===== config.mk =====
export PLATFORM = sky130hd
export DESIGN_NAME = fpm_top
export DESIGN_NICKNAME = d
export VERILOG_FILES = /design/src/fpm_pkg.sv /design/src/fpm_op_if.sv /design/src/fpm_issue.sv /design/src/fpm_op_queue.sv /design/src/fpm_execute.sv /design/src/fpm_top.sv
export VERILOG_INCLUDE_DIRS = /design/src
export SDC_FILE = /design/constraint.sdc
export NUM_CORES = 2
export LEC_CHECK = 0
export BUFFER_PORTS_ARGS = -buffer_cell sky130_fd_sc_hd__buf_2
export CORE_ASPECT_RATIO = 1.25
export CORE_UTILIZATION = 40
export DETAILED_ROUTE_END_ITERATION = 6
export PLACE_DENSITY = 0.51
export RECOVER_POWER = 50
export SLEW_MARGIN = 0
export SYNTH_ARGS = -nofsm -noshare
export SYNTH_HDL_FRONTEND = slang
export SYNTH_SLANG_ARGS = --single-unit

===== constraint.sdc =====
create_clock -name ck -period 15.72 [get_ports ck]
set_input_delay 1.572 -clock ck [delete_from_list [all_inputs] [get_ports ck]]
set_output_delay 1.572 -clock ck [all_outputs]
set_load 0.005 [all_outputs]

===== src/fpm_cfg.svh =====
`ifndef FPM_CFG_SVH
`define FPM_CFG_SVH

// ---------------------------------------------------------------------------
// Coprocessor sizing
// ---------------------------------------------------------------------------

`define FPM_NUM_F_REGS   32  // FP register file depth
`define FPM_FLEN         32  // Single precision only
`define FPM_XLEN         32  // Host integer width

// Id width of the eXtension interface
`define FPM_ID_WIDTH     4

// Speculative queue entries, also the issue credit count
`define FPM_QUEUE_DEPTH  4

`endif


===== src/fpm_pkg.sv =====
`include "fpm_cfg.svh"

package fpm_pkg;

  // -------------------------------------------------------------------------
  // Data widths
  // -------------------------------------------------------------------------

  typedef logic [`FPM_FLEN-1:0]     fp_word_t;  // One FP register
  typedef logic [`FPM_XLEN-1:0]     x_word_t;   // Integer operand, result, address
  typedef logic [31:0]              instr_t;    // Raw instruction word
  typedef logic [`FPM_ID_WIDTH-1:0] xid_t;      // Host instruction id

  // Register index, 5 bits for 32 registers
  typedef logic [$clog2(`FPM_NUM_F_REGS)-1:0] reg_idx_t;

  // -------------------------------------------------------------------------
  // Encodings
  // -------------------------------------------------------------------------

  // Decoded operation, the only thing the queue and execute see
  typedef enum logic [2:0] {
    OP_FSGNJ   = 3'd0,  // Sign from rs2
    OP_FSGNJN  = 3'd1,  // Inverted rs2 sign
    OP_FSGNJX  = 3'd2,  // XOR of both signs
    OP_FMV_W_X = 3'd3,  // Integer into FP reg
    OP_FMV_X_W = 3'd4,  // FP reg back to the host
    OP_FLW     = 3'd5,
    OP_FSW     = 3'd6
  } op_kind_t;

  // Execute FSM
  typedef enum logic [1:0] {
    EXE_IDLE     = 2'd0,  // Ready for an op
    EXE_MEM_REQ  = 2'd1,  // Request out, waiting for mem_ready
    EXE_MEM_WAIT = 2'd2,  // Load in flight
    EXE_RESULT   = 2'd3   // Result out, waiting for result_ready
  } exe_state_t;

endpackage


===== src/fpm_op_if.sv =====
`timescale 1ns/1ps

// One decoded operation moving downstream, one credit moving back
interface fpm_op_if import fpm_pkg::*; ();

  logic     op_valid;  // Spends one credit
  op_kind_t kind;
  xid_t     id;
  reg_idx_t rd;
  reg_idx_t rs1_idx;
  reg_idx_t rs2_idx;
  x_word_t  xval;      // Integer rs1 or effective address
  logic     credit;    // Pulse per freed sink slot

  // Upstream side
  modport source (
    output op_valid,
    output kind,
    output id,
    output rd,
    output rs1_idx,
    output rs2_idx,
    output xval,
    input  credit
  );

  // Downstream side
  modport sink (
    input  op_valid,
    input  kind,
    input  id,
    input  rd,
    input  rs1_idx,
    input  rs2_idx,
    input  xval,
    output credit
  );

endinterface


===== src/fpm_issue.sv =====
`timescale 1ns/1ps
`include "fpm_cfg.svh"

module fpm_issue import fpm_pkg::*; (
  input  logic    ck,
  input  logic    rst,
  input  logic    issue_valid,
  output logic    issue_ready,
  input  instr_t  issue_instr,
  input  xid_t    issue_id,
  input  x_word_t issue_rs1,
  output logic    issue_accept,
  output logic    issue_writeback,
  fpm_op_if.source q
);

  localparam int CW = $clog2(`FPM_QUEUE_DEPTH + 1);

  localparam logic [6:0] OPC_OP_FP    = 7'b1010011;
  localparam logic [6:0] OPC_LOAD_FP  = 7'b0000111;
  localparam logic [6:0] OPC_STORE_FP = 7'b0100111;

  logic [CW-1:0] cred_q;   // Free queue slots
  logic          take;
  op_kind_t      dec_kind;
  x_word_t       imm_i, imm_s;

  // ---------------------------------------------------------------------------
  // Predecode
  // ---------------------------------------------------------------------------

  always_comb begin
    issue_accept = 1'b0;
    dec_kind     = OP_FSGNJ;
    case (issue_instr[6:0])
      OPC_OP_FP: begin
        if (issue_instr[31:25] == 7'b0010000) begin  // FSGNJ group, rm picks the rule
          issue_accept = (issue_instr[14:12] <= 3'b010);
          if (issue_instr[14:12] == 3'b001) dec_kind = OP_FSGNJN;
          else if (issue_instr[14:12] == 3'b010) dec_kind = OP_FSGNJX;
        end else if (issue_instr[14:12] == 3'b000 && issue_instr[24:20] == 5'd0) begin
          // Moves need rm and rs2 zero
          if (issue_instr[31:25] == 7'b1110000) begin
            issue_accept = 1'b1;
            dec_kind     = OP_FMV_X_W;
          end else if (issue_instr[31:25] == 7'b1111000) begin
            issue_accept = 1'b1;
            dec_kind     = OP_FMV_W_X;
          end
        end
      end
      OPC_LOAD_FP: begin
        issue_accept = (issue_instr[14:12] == 3'b010);  // Word width only
        dec_kind     = OP_FLW;
      end
      OPC_STORE_FP: begin
        issue_accept = (issue_instr[14:12] == 3'b010);
        dec_kind     = OP_FSW;
      end
      default: ;
    endcase
  end

  assign issue_writeback = issue_accept && (dec_kind == OP_FMV_X_W);  // Only move to X

  // Address offsets, sign extended
  assign imm_i = {{(`FPM_XLEN-12){issue_instr[31]}}, issue_instr[31:20]};
  assign imm_s = {{(`FPM_XLEN-12){issue_instr[31]}}, issue_instr[31:25], issue_instr[11:7]};

  assign issue_ready = (cred_q != '0);
  assign take        = issue_valid && issue_ready && issue_accept;

  // ---------------------------------------------------------------------------
  // Credits and push
  // ---------------------------------------------------------------------------

  always_ff @(posedge ck or negedge rst) begin
    if (!rst) begin
      cred_q     <= CW'(`FPM_QUEUE_DEPTH);  // Queue starts empty
      q.op_valid <= 1'b0;
    end else begin
      q.op_valid <= take;  // Entry lands in queue next cycle
      case ({take, q.credit})
        2'b10:   cred_q <= cred_q - 1'b1;
        2'b01:   cred_q <= cred_q + 1'b1;
        default: ;  // Both or neither
      endcase
    end
  end

  always_ff @(posedge ck) begin
    if (take) begin
      q.kind    <= dec_kind;
      q.id      <= issue_id;
      q.rd      <= issue_instr[11:7];
      q.rs1_idx <= issue_instr[19:15];
      q.rs2_idx <= issue_instr[24:20];
      case (dec_kind)
        OP_FLW:  q.xval <= issue_rs1 + imm_i;
        OP_FSW:  q.xval <= issue_rs1 + imm_s;
        default: q.xval <= issue_rs1;  // FMV.W.X source
      endcase
    end
  end

endmodule


===== src/fpm_op_queue.sv =====
`timescale 1ns/1ps
`include "fpm_cfg.svh"

module fpm_op_queue import fpm_pkg::*; (
  input  logic ck,
  input  logic rst,
  input  logic commit_valid,
  input  xid_t commit_id,
  input  logic commit_kill,
  fpm_op_if.sink   q,
  fpm_op_if.source x
);

  localparam int DEPTH = `FPM_QUEUE_DEPTH;
  localparam int PW    = (DEPTH > 1) ? $clog2(DEPTH) : 1;

  // Entry payload
  op_kind_t kind_m [DEPTH];
  xid_t     id_m   [DEPTH];
  reg_idx_t rd_m   [DEPTH];
  reg_idx_t rs1_m  [DEPTH];
  reg_idx_t rs2_m  [DEPTH];
  x_word_t  xval_m [DEPTH];

  logic [DEPTH-1:0] occ_q;   // Slot holds an op
  logic [DEPTH-1:0] dec_q;   // Commit or kill seen
  logic [DEPTH-1:0] kill_q;  // Decision was kill
  logic [PW-1:0]    head_q, tail_q;
  logic             x_cred_q;  // Execute has a free slot
  logic             head_dec, drop, send, pop;
  logic             push_hit;

  function automatic logic [PW-1:0] ptr_inc(logic [PW-1:0] p);
    return (p == PW'(DEPTH - 1)) ? '0 : p + 1'b1;
  endfunction

  // ---------------------------------------------------------------------------
  // Head decision
  // ---------------------------------------------------------------------------

  assign head_dec = occ_q[head_q] && dec_q[head_q];  // Undecided head blocks
  assign drop     = head_dec && kill_q[head_q];
  assign send     = head_dec && !kill_q[head_q] && x_cred_q;
  assign pop      = drop || send;

  // Commit arriving with the push of its own op
  assign push_hit = commit_valid && q.op_valid && (commit_id == q.id);

  always_ff @(posedge ck or negedge rst) begin
    if (!rst) begin
      occ_q      <= '0;
      dec_q      <= '0;
      kill_q     <= '0;
      head_q     <= '0;
      tail_q     <= '0;
      x_cred_q   <= 1'b1;  // Execute starts idle
      q.credit   <= 1'b0;
      x.op_valid <= 1'b0;
    end else begin
      q.credit   <= pop;   // Slot back to issue a cycle later
      x.op_valid <= send;
      x_cred_q   <= (x_cred_q && !send) || x.credit;

      // Mark pending entries by id
      if (commit_valid) begin
        for (int i = 0; i < DEPTH; i++) begin
          if (occ_q[i] && !dec_q[i] && id_m[i] == commit_id) begin
            dec_q[i]  <= 1'b1;
            kill_q[i] <= commit_kill;
          end
        end
      end

      if (pop) begin
        occ_q[head_q] <= 1'b0;
        head_q        <= ptr_inc(head_q);
      end

      if (q.op_valid) begin  // Credit guarantees a free tail
        occ_q[tail_q]  <= 1'b1;
        dec_q[tail_q]  <= push_hit;
        kill_q[tail_q] <= push_hit && commit_kill;
        tail_q         <= ptr_inc(tail_q);
      end
    end
  end

  // ---------------------------------------------------------------------------
  // Payload storage and execute port
  // ---------------------------------------------------------------------------

  always_ff @(posedge ck) begin
    if (q.op_valid) begin
      kind_m[tail_q] <= q.kind;
      id_m[tail_q]   <= q.id;
      rd_m[tail_q]   <= q.rd;
      rs1_m[tail_q]  <= q.rs1_idx;
      rs2_m[tail_q]  <= q.rs2_idx;
      xval_m[tail_q] <= q.xval;
    end
    if (send) begin  // Committed head goes out
      x.kind    <= kind_m[head_q];
      x.id      <= id_m[head_q];
      x.rd      <= rd_m[head_q];
      x.rs1_idx <= rs1_m[head_q];
      x.rs2_idx <= rs2_m[head_q];
      x.xval    <= xval_m[head_q];
    end
  end

endmodule


===== src/fpm_execute.sv =====
`timescale 1ns/1ps
`include "fpm_cfg.svh"

module fpm_execute import fpm_pkg::*; (
  input  logic     ck,
  input  logic     rst,
  fpm_op_if.sink   x,
  output logic     mem_valid,
  input  logic     mem_ready,
  output logic     mem_we,
  output x_word_t  mem_addr,
  output fp_word_t mem_wdata,
  output xid_t     mem_id,
  input  logic     mem_result_valid,
  input  fp_word_t mem_rdata,
  output logic     result_valid,
  input  logic     result_ready,
  output xid_t     result_id,
  output reg_idx_t result_rd,
  output x_word_t  result_data
);

  localparam int SB = `FPM_FLEN - 1;  // Sign bit

  fp_word_t   rf [`FPM_NUM_F_REGS];
  exe_state_t state_q, nxt_state;
  logic       done;      // Op finished this cycle
  logic       rf_we;
  reg_idx_t   rf_waddr;
  fp_word_t   rf_wdata;
  fp_word_t   sgnj_res;
  logic       take;

  // Payload of the op in flight
  xid_t     id_q;
  reg_idx_t rd_q;
  x_word_t  addr_q;
  logic     we_q;
  fp_word_t wdata_q;
  x_word_t  res_q;

  // Magnitude of a, sign by rule
  function automatic fp_word_t sgnj(op_kind_t k, fp_word_t a, fp_word_t b);
    logic s;
    case (k)
      OP_FSGNJN: s = ~b[SB];
      OP_FSGNJX: s = a[SB] ^ b[SB];
      default:   s = b[SB];
    endcase
    return {s, a[SB-1:0]};
  endfunction

  assign sgnj_res = sgnj(x.kind, rf[x.rs1_idx], rf[x.rs2_idx]);
  assign take     = (state_q == EXE_IDLE) && x.op_valid;

  // ---------------------------------------------------------------------------
  // Sequencing
  // ---------------------------------------------------------------------------

  always_comb begin
    nxt_state = state_q;
    done      = 1'b0;
    rf_we     = 1'b0;
    rf_waddr  = x.rd;
    rf_wdata  = sgnj_res;
    case (state_q)
      EXE_IDLE: begin
        if (x.op_valid) begin
          case (x.kind)
            OP_FSGNJ, OP_FSGNJN, OP_FSGNJX: begin
              rf_we = 1'b1;  // Single cycle
              done  = 1'b1;
            end
            OP_FMV_W_X: begin
              rf_we    = 1'b1;
              rf_wdata = x.xval;  // Raw bits, no conversion
              done     = 1'b1;
            end
            OP_FMV_X_W: nxt_state = EXE_RESULT;
            default:    nxt_state = EXE_MEM_REQ;  // FLW and FSW
          endcase
        end
      end
      EXE_MEM_REQ: begin
        if (mem_ready) begin
          if (we_q) begin  // Store done at handshake
            done      = 1'b1;
            nxt_state = EXE_IDLE;
          end else if (mem_result_valid) begin  // Zero latency load
            rf_we     = 1'b1;
            rf_waddr  = rd_q;
            rf_wdata  = mem_rdata;
            done      = 1'b1;
            nxt_state = EXE_IDLE;
          end else begin
            nxt_state = EXE_MEM_WAIT;
          end
        end
      end
      EXE_MEM_WAIT: begin
        if (mem_result_valid) begin
          rf_we     = 1'b1;
          rf_waddr  = rd_q;
          rf_wdata  = mem_rdata;
          done      = 1'b1;
          nxt_state = EXE_IDLE;
        end
      end
      EXE_RESULT: begin
        if (result_ready) begin
          done      = 1'b1;
          nxt_state = EXE_IDLE;
        end
      end
      default: nxt_state = EXE_IDLE;
    endcase
  end

  assign x.credit = done;  // Slot free again

  always_ff @(posedge ck or negedge rst) begin
    if (!rst) begin
      state_q <= EXE_IDLE;
      for (int i = 0; i < `FPM_NUM_F_REGS; i++) begin
        rf[i] <= '0;
      end
    end else begin
      state_q <= nxt_state;
      if (rf_we) rf[rf_waddr] <= rf_wdata;
    end
  end

  // Operands captured when the op is taken
  always_ff @(posedge ck) begin
    if (take) begin
      id_q    <= x.id;
      rd_q    <= x.rd;
      addr_q  <= x.xval;
      we_q    <= (x.kind == OP_FSW);
      wdata_q <= rf[x.rs2_idx];  // Store data
      res_q   <= rf[x.rs1_idx];  // FMV.X.W source
    end
  end

  // ---------------------------------------------------------------------------
  // Host channels
  // ---------------------------------------------------------------------------

  assign mem_valid    = (state_q == EXE_MEM_REQ);
  assign mem_we       = we_q;
  assign mem_addr     = addr_q;
  assign mem_wdata    = wdata_q;
  assign mem_id       = id_q;

  assign result_valid = (state_q == EXE_RESULT);
  assign result_id    = id_q;
  assign result_rd    = rd_q;   // Integer destination
  assign result_data  = res_q;

endmodule


===== src/fpm_top.sv =====
`timescale 1ns/1ps

module fpm_top import fpm_pkg::*; (
  input  logic     ck,
  input  logic     rst,
  // Issue
  input  logic     issue_valid,
  output logic     issue_ready,
  input  instr_t   issue_instr,
  input  xid_t     issue_id,
  input  x_word_t  issue_rs1,
  output logic     issue_accept,
  output logic     issue_writeback,
  // Commit
  input  logic     commit_valid,
  input  xid_t     commit_id,
  input  logic     commit_kill,
  // Memory request and result
  output logic     mem_valid,
  input  logic     mem_ready,
  output logic     mem_we,
  output x_word_t  mem_addr,
  output fp_word_t mem_wdata,
  output xid_t     mem_id,
  input  logic     mem_result_valid,
  input  fp_word_t mem_rdata,
  // Result
  output logic     result_valid,
  input  logic     result_ready,
  output xid_t     result_id,
  output reg_idx_t result_rd,
  output x_word_t  result_data
);

  fpm_op_if link_q ();  // Issue to queue
  fpm_op_if link_x ();  // Queue to execute

  fpm_issue u_issue (
    .ck, .rst,
    .issue_valid, .issue_ready,
    .issue_instr, .issue_id, .issue_rs1,
    .issue_accept, .issue_writeback,
    .q (link_q.source)
  );

  fpm_op_queue u_queue (
    .ck, .rst,
    .commit_valid, .commit_id, .commit_kill,
    .q (link_q.sink),
    .x (link_x.source)
  );

  fpm_execute u_execute (
    .ck, .rst,
    .x (link_x.sink),
    .mem_valid, .mem_ready, .mem_we,
    .mem_addr, .mem_wdata, .mem_id,
    .mem_result_valid, .mem_rdata,
    .result_valid, .result_ready,
    .result_id, .result_rd, .result_data
  );

endmodule


==> impl_metrics.ini <==
[setup_path]
regToRegStartpoint = u_execute.state_q[0]$_DFFE_PN0P_
crit_path_top_delay_cell = clkbuf_1
r2r-end = u_execute.rf[298]$_DFFE_PN0P_
crit_start = rst
crit_path_end_kind = asynchronous set/reset pin
critPathArrivalTime_ns = 8.87
worstPathMaxFanout = 109
crit_type = input pin to asynchronous set/reset pin
critPathCapture = u_execute.rf[823]$_DFFE_PN0P_
rrSetupSlack_ns = 7.20
cp.depth = 2
required_ns = 15.86
crit_chain = clkbuf_1 -> clkbuf_1
cpLargestDelayFamily = buffers and inverters
rr_worst_depth = 10
critPathMaxStageDelay_ns = 4.41
timing.critical_path.buf_inv = 2
crit_top_cell = clkbuf_1
crit_path_start_kind = input pin

[timing]
worst_slack_ns = 6.99
max_freq_ghz = 0.115
slew_viol_final = 995
whs_ns = 0.420
clock_skew_ns = 0.0357
setup_tns_ns = 0
fin_crit_sh = 0.555
post-route-min-period_ns = 8.73
hold_viol_final = 0
worst_slew_pin_slew_ns = 6.45
rsz0062_at_grt = no
max-slew-margin-rel = -3.30
setup_violations = 0

[synthesis]
ys_top_cells_by_count = dfrtp_1 (1047), mux2_2 (1033), mux4_2 (695)
synthArstFlopShare = 0.709
yosysTopAreaCell = dfrtp_1
syn_inst = 4418
synth-edff-count = 430
synthFlopType = dfrtp_1
netlist_area_um2 = 73000
yosysTopAreaCellShare = 0.359
ys_top_cells_by_area = dfrtp_1 (36%), mux4_2 (21%), edfxtp_1 (18%)
syn_avg_cell_area_um2 = 16.5
synth_seq_cells = 1479
synth_nets = 4576
synth.distinct_cells = 62
seq_area_frac_synth = 0.537
synthMostInstantiatedCell = dfrtp_1
yosys_warnings = 0

[outcome]
violations = max-capacitance violations, max-slew violations
status = finished, violations left

[floorplanning]
num_io_pins = 227
die_h_um = 480
start_util = 0.404
die_w_um = 384
core-area_um2 = 180000
rows = 174
die_area_um2 = 184000

[cts]
post_cts_buffers = 0
h-tree-depth = 4
worstSkewPairLatency_ns = 0.83
clockBufferDepth = 3
cts-root-buf = clkbuf_16
clock-sinks = 1479
cts_tree = done
hold_buffers = 0
cts_resized = 0
cts_made_buffers = 161
clk_pin_slew_ns = 0.06

[global_routing]
gr-total-overflow = 0
grt_first_pass_wirelength_um = 327000
grt_pass1_vias = 44800
grtUsageTotal = 0.247
antenna_found_initial = 18
grt_max_degree = 154

[place]
portBuffers = 226
gp_congestion = 0.831
dpl_worst_slack_ns = 9.37
dpl-instance-area_um2 = 76700
dpl.hpwl_um = 127000

[route]
drtIter0Drc = 3229
post_drt_wl_per_cell_um = 31.8
vias_per_cell = 6.04
vias = 42500
ant_nets = 0
drt_wl_total_um = 223000
first_pass_iters = 5
drc = 0

[power]
power_mw = 8.46
worst_ir_drop_vdd_mv = 0.0921
power.density_nw_per_um2 = 103
p_leak_nw = 34.6

[cells_and_area]
n_fill_cell = 15800
drive_gt1_frac = 0.488
layout.nets = 4670
syn_to_final_growth_pct = 12.2
fin_area_um2 = 81900

[flow_run]
drv_cap = 20

[min_path]
hp-class = flop to flop
registers in the layout (all words and copies together) (netlist names), 12 cells and up:
name                   flops
u_queue.xval_m           128
u_execute.rf            1024
u_queue.rd_m              20
u_queue.id_m              16
u_queue.kind_m            12
u_queue.rs1_m             20
u_issue.q.xval            32
u_execute.result_data     32
u_queue.x.xval            32
u_queue.rs2_m             20
u_execute.mem_wdata       32
u_execute.mem_addr        32
worst min path at each step:
stage                                    startpoint                            end  slack [ns]  cells after the start
after CTS                 u_queue.x.id[3]$_DFFE_PP_  u_execute.mem_id[3]$_DFFE_PP_        0.42                      0
after floorplan           u_queue.x.id[0]$_DFFE_PP_  u_execute.mem_id[0]$_DFFE_PP_        0.40                      0
final                     u_queue.x.id[3]$_DFFE_PP_  u_execute.mem_id[3]$_DFFE_PP_        0.42                      0
after global routing      u_queue.x.id[3]$_DFFE_PP_  u_execute.mem_id[3]$_DFFE_PP_        0.42                      0
after global placement    u_queue.x.id[3]$_DFFE_PP_  u_execute.mem_id[3]$_DFFE_PP_        0.41                      0
after detailed placement  u_queue.x.id[2]$_DFFE_PP_  u_execute.mem_id[2]$_DFFE_PP_        0.42                      0
cell families after synthesis:
group                      after synthesis  share of synthesized area
DFF                                   1479                      0.537
xor gates and xnor gates                50                    0.00600
adders and majority gates               46                    0.00809
and+or+nand+nor                        254                     0.0163
buffers and inverters                  473                     0.0270
AOI/OAI and AO/OA                      353                     0.0275
muxes                                 1763                      0.379
final cells by class:
class	instances	area [um^2]	share of cell area
Clock buffer	226	4510	0.0551
Tap cell	2376	2970	0.0363
Inverter	60	225	0.00275
Multi-Input combinational cell	2466	32200	0.393
Antenna cell	7	17.5	0.000214
Clock inverter	74	887	0.0108
Sequential cell	1479	39200	0.478
Timing Repair Buffer	344	1950	0.0238
through the flow:
stage	cells	utilization
after global placement	6724	0.425
final	7032	0.454
after detailed placement	6725	0.425
after global routing	7026	0.454
after floorplan	4418	-
after CTS	7025	0.455
cells in the final DEF (no fill, tap or decap), types with 6 or more instances in the layout:
| master | synthesis | routed |
|---|---|---|
| dfrtp_1 | 1047 | 1046 |
| mux2_2 | 1033 | 1025 |
| mux4_2 | 695 | 695 |
| edfxtp_1 | 430 | 430 |
| clkbuf_16 | 0 | 162 |
| clkbuf_1 | 253 | 153 |
| buf_2 | 89 | 130 |
| a21oi_1 | 152 | 125 |
| o21ai_0 | 93 | 93 |
| nand2_1 | 96 | 92 |
| buf_4 | 17 | 91 |
| inv_1 | 60 | 58 |
| nor2_1 | 57 | 48 |
| ha_1 | 44 | 44 |
| a31oi_1 | 36 | 36 |
| mux2i_1 | 35 | 35 |
| clkinv_2 | 0 | 32 |
| xnor2_1 | 27 | 27 |
| a21oi_2 | 1 | 27 |
| xor2_1 | 23 | 23 |
| clkbuf_8 | 0 | 22 |
| nand3_1 | 20 | 16 |
| a21o_1 | 14 | 14 |
| bufinv_16 | 0 | 13 |
| nand4_1 | 11 | 11 |
| nor3_1 | 18 | 11 |
| o21ai_1 | 11 | 11 |
| nand2b_1 | 10 | 10 |
| a32o_1 | 9 | 9 |
| clkinv_1 | 0 | 9 |
| nor2_4 | 0 | 9 |
| buf_12 | 0 | 9 |
| mux2_1 | 0 | 8 |
| diode_2 | 0 | 7 |
| nor3_2 | 0 | 7 |
| nor2b_1 | 7 | 6 |
| clkinv_8 | 0 | 6 |
report_power, final:
part / switching (mW) / internal (mW)
clock: 1.66 / 2.24
combinational: 0.293 / 0.194
sequential: 0.0513 / 4.02
total: 2.01 / 6.45
routing by layer:
| layer | share of wire | routed length (um) | vias up | global-route usage |
|---|---|---|---|---|
| li1 | - | - | 17500 | - |
| met1 | 0.43 | 95700 | 23300 | 0.339 |
| met2 | 0.48 | 108000 | 1244 | 0.399 |
| met3 | 0.059 | 13100 | 357 | 0.0486 |
| met4 | 0.028 | 6360 | 14 | 0.0707 |
| met5 | 0.00041 | 91 | - | 0 |
Note: power is estimated with default switching activity, not from simulation.
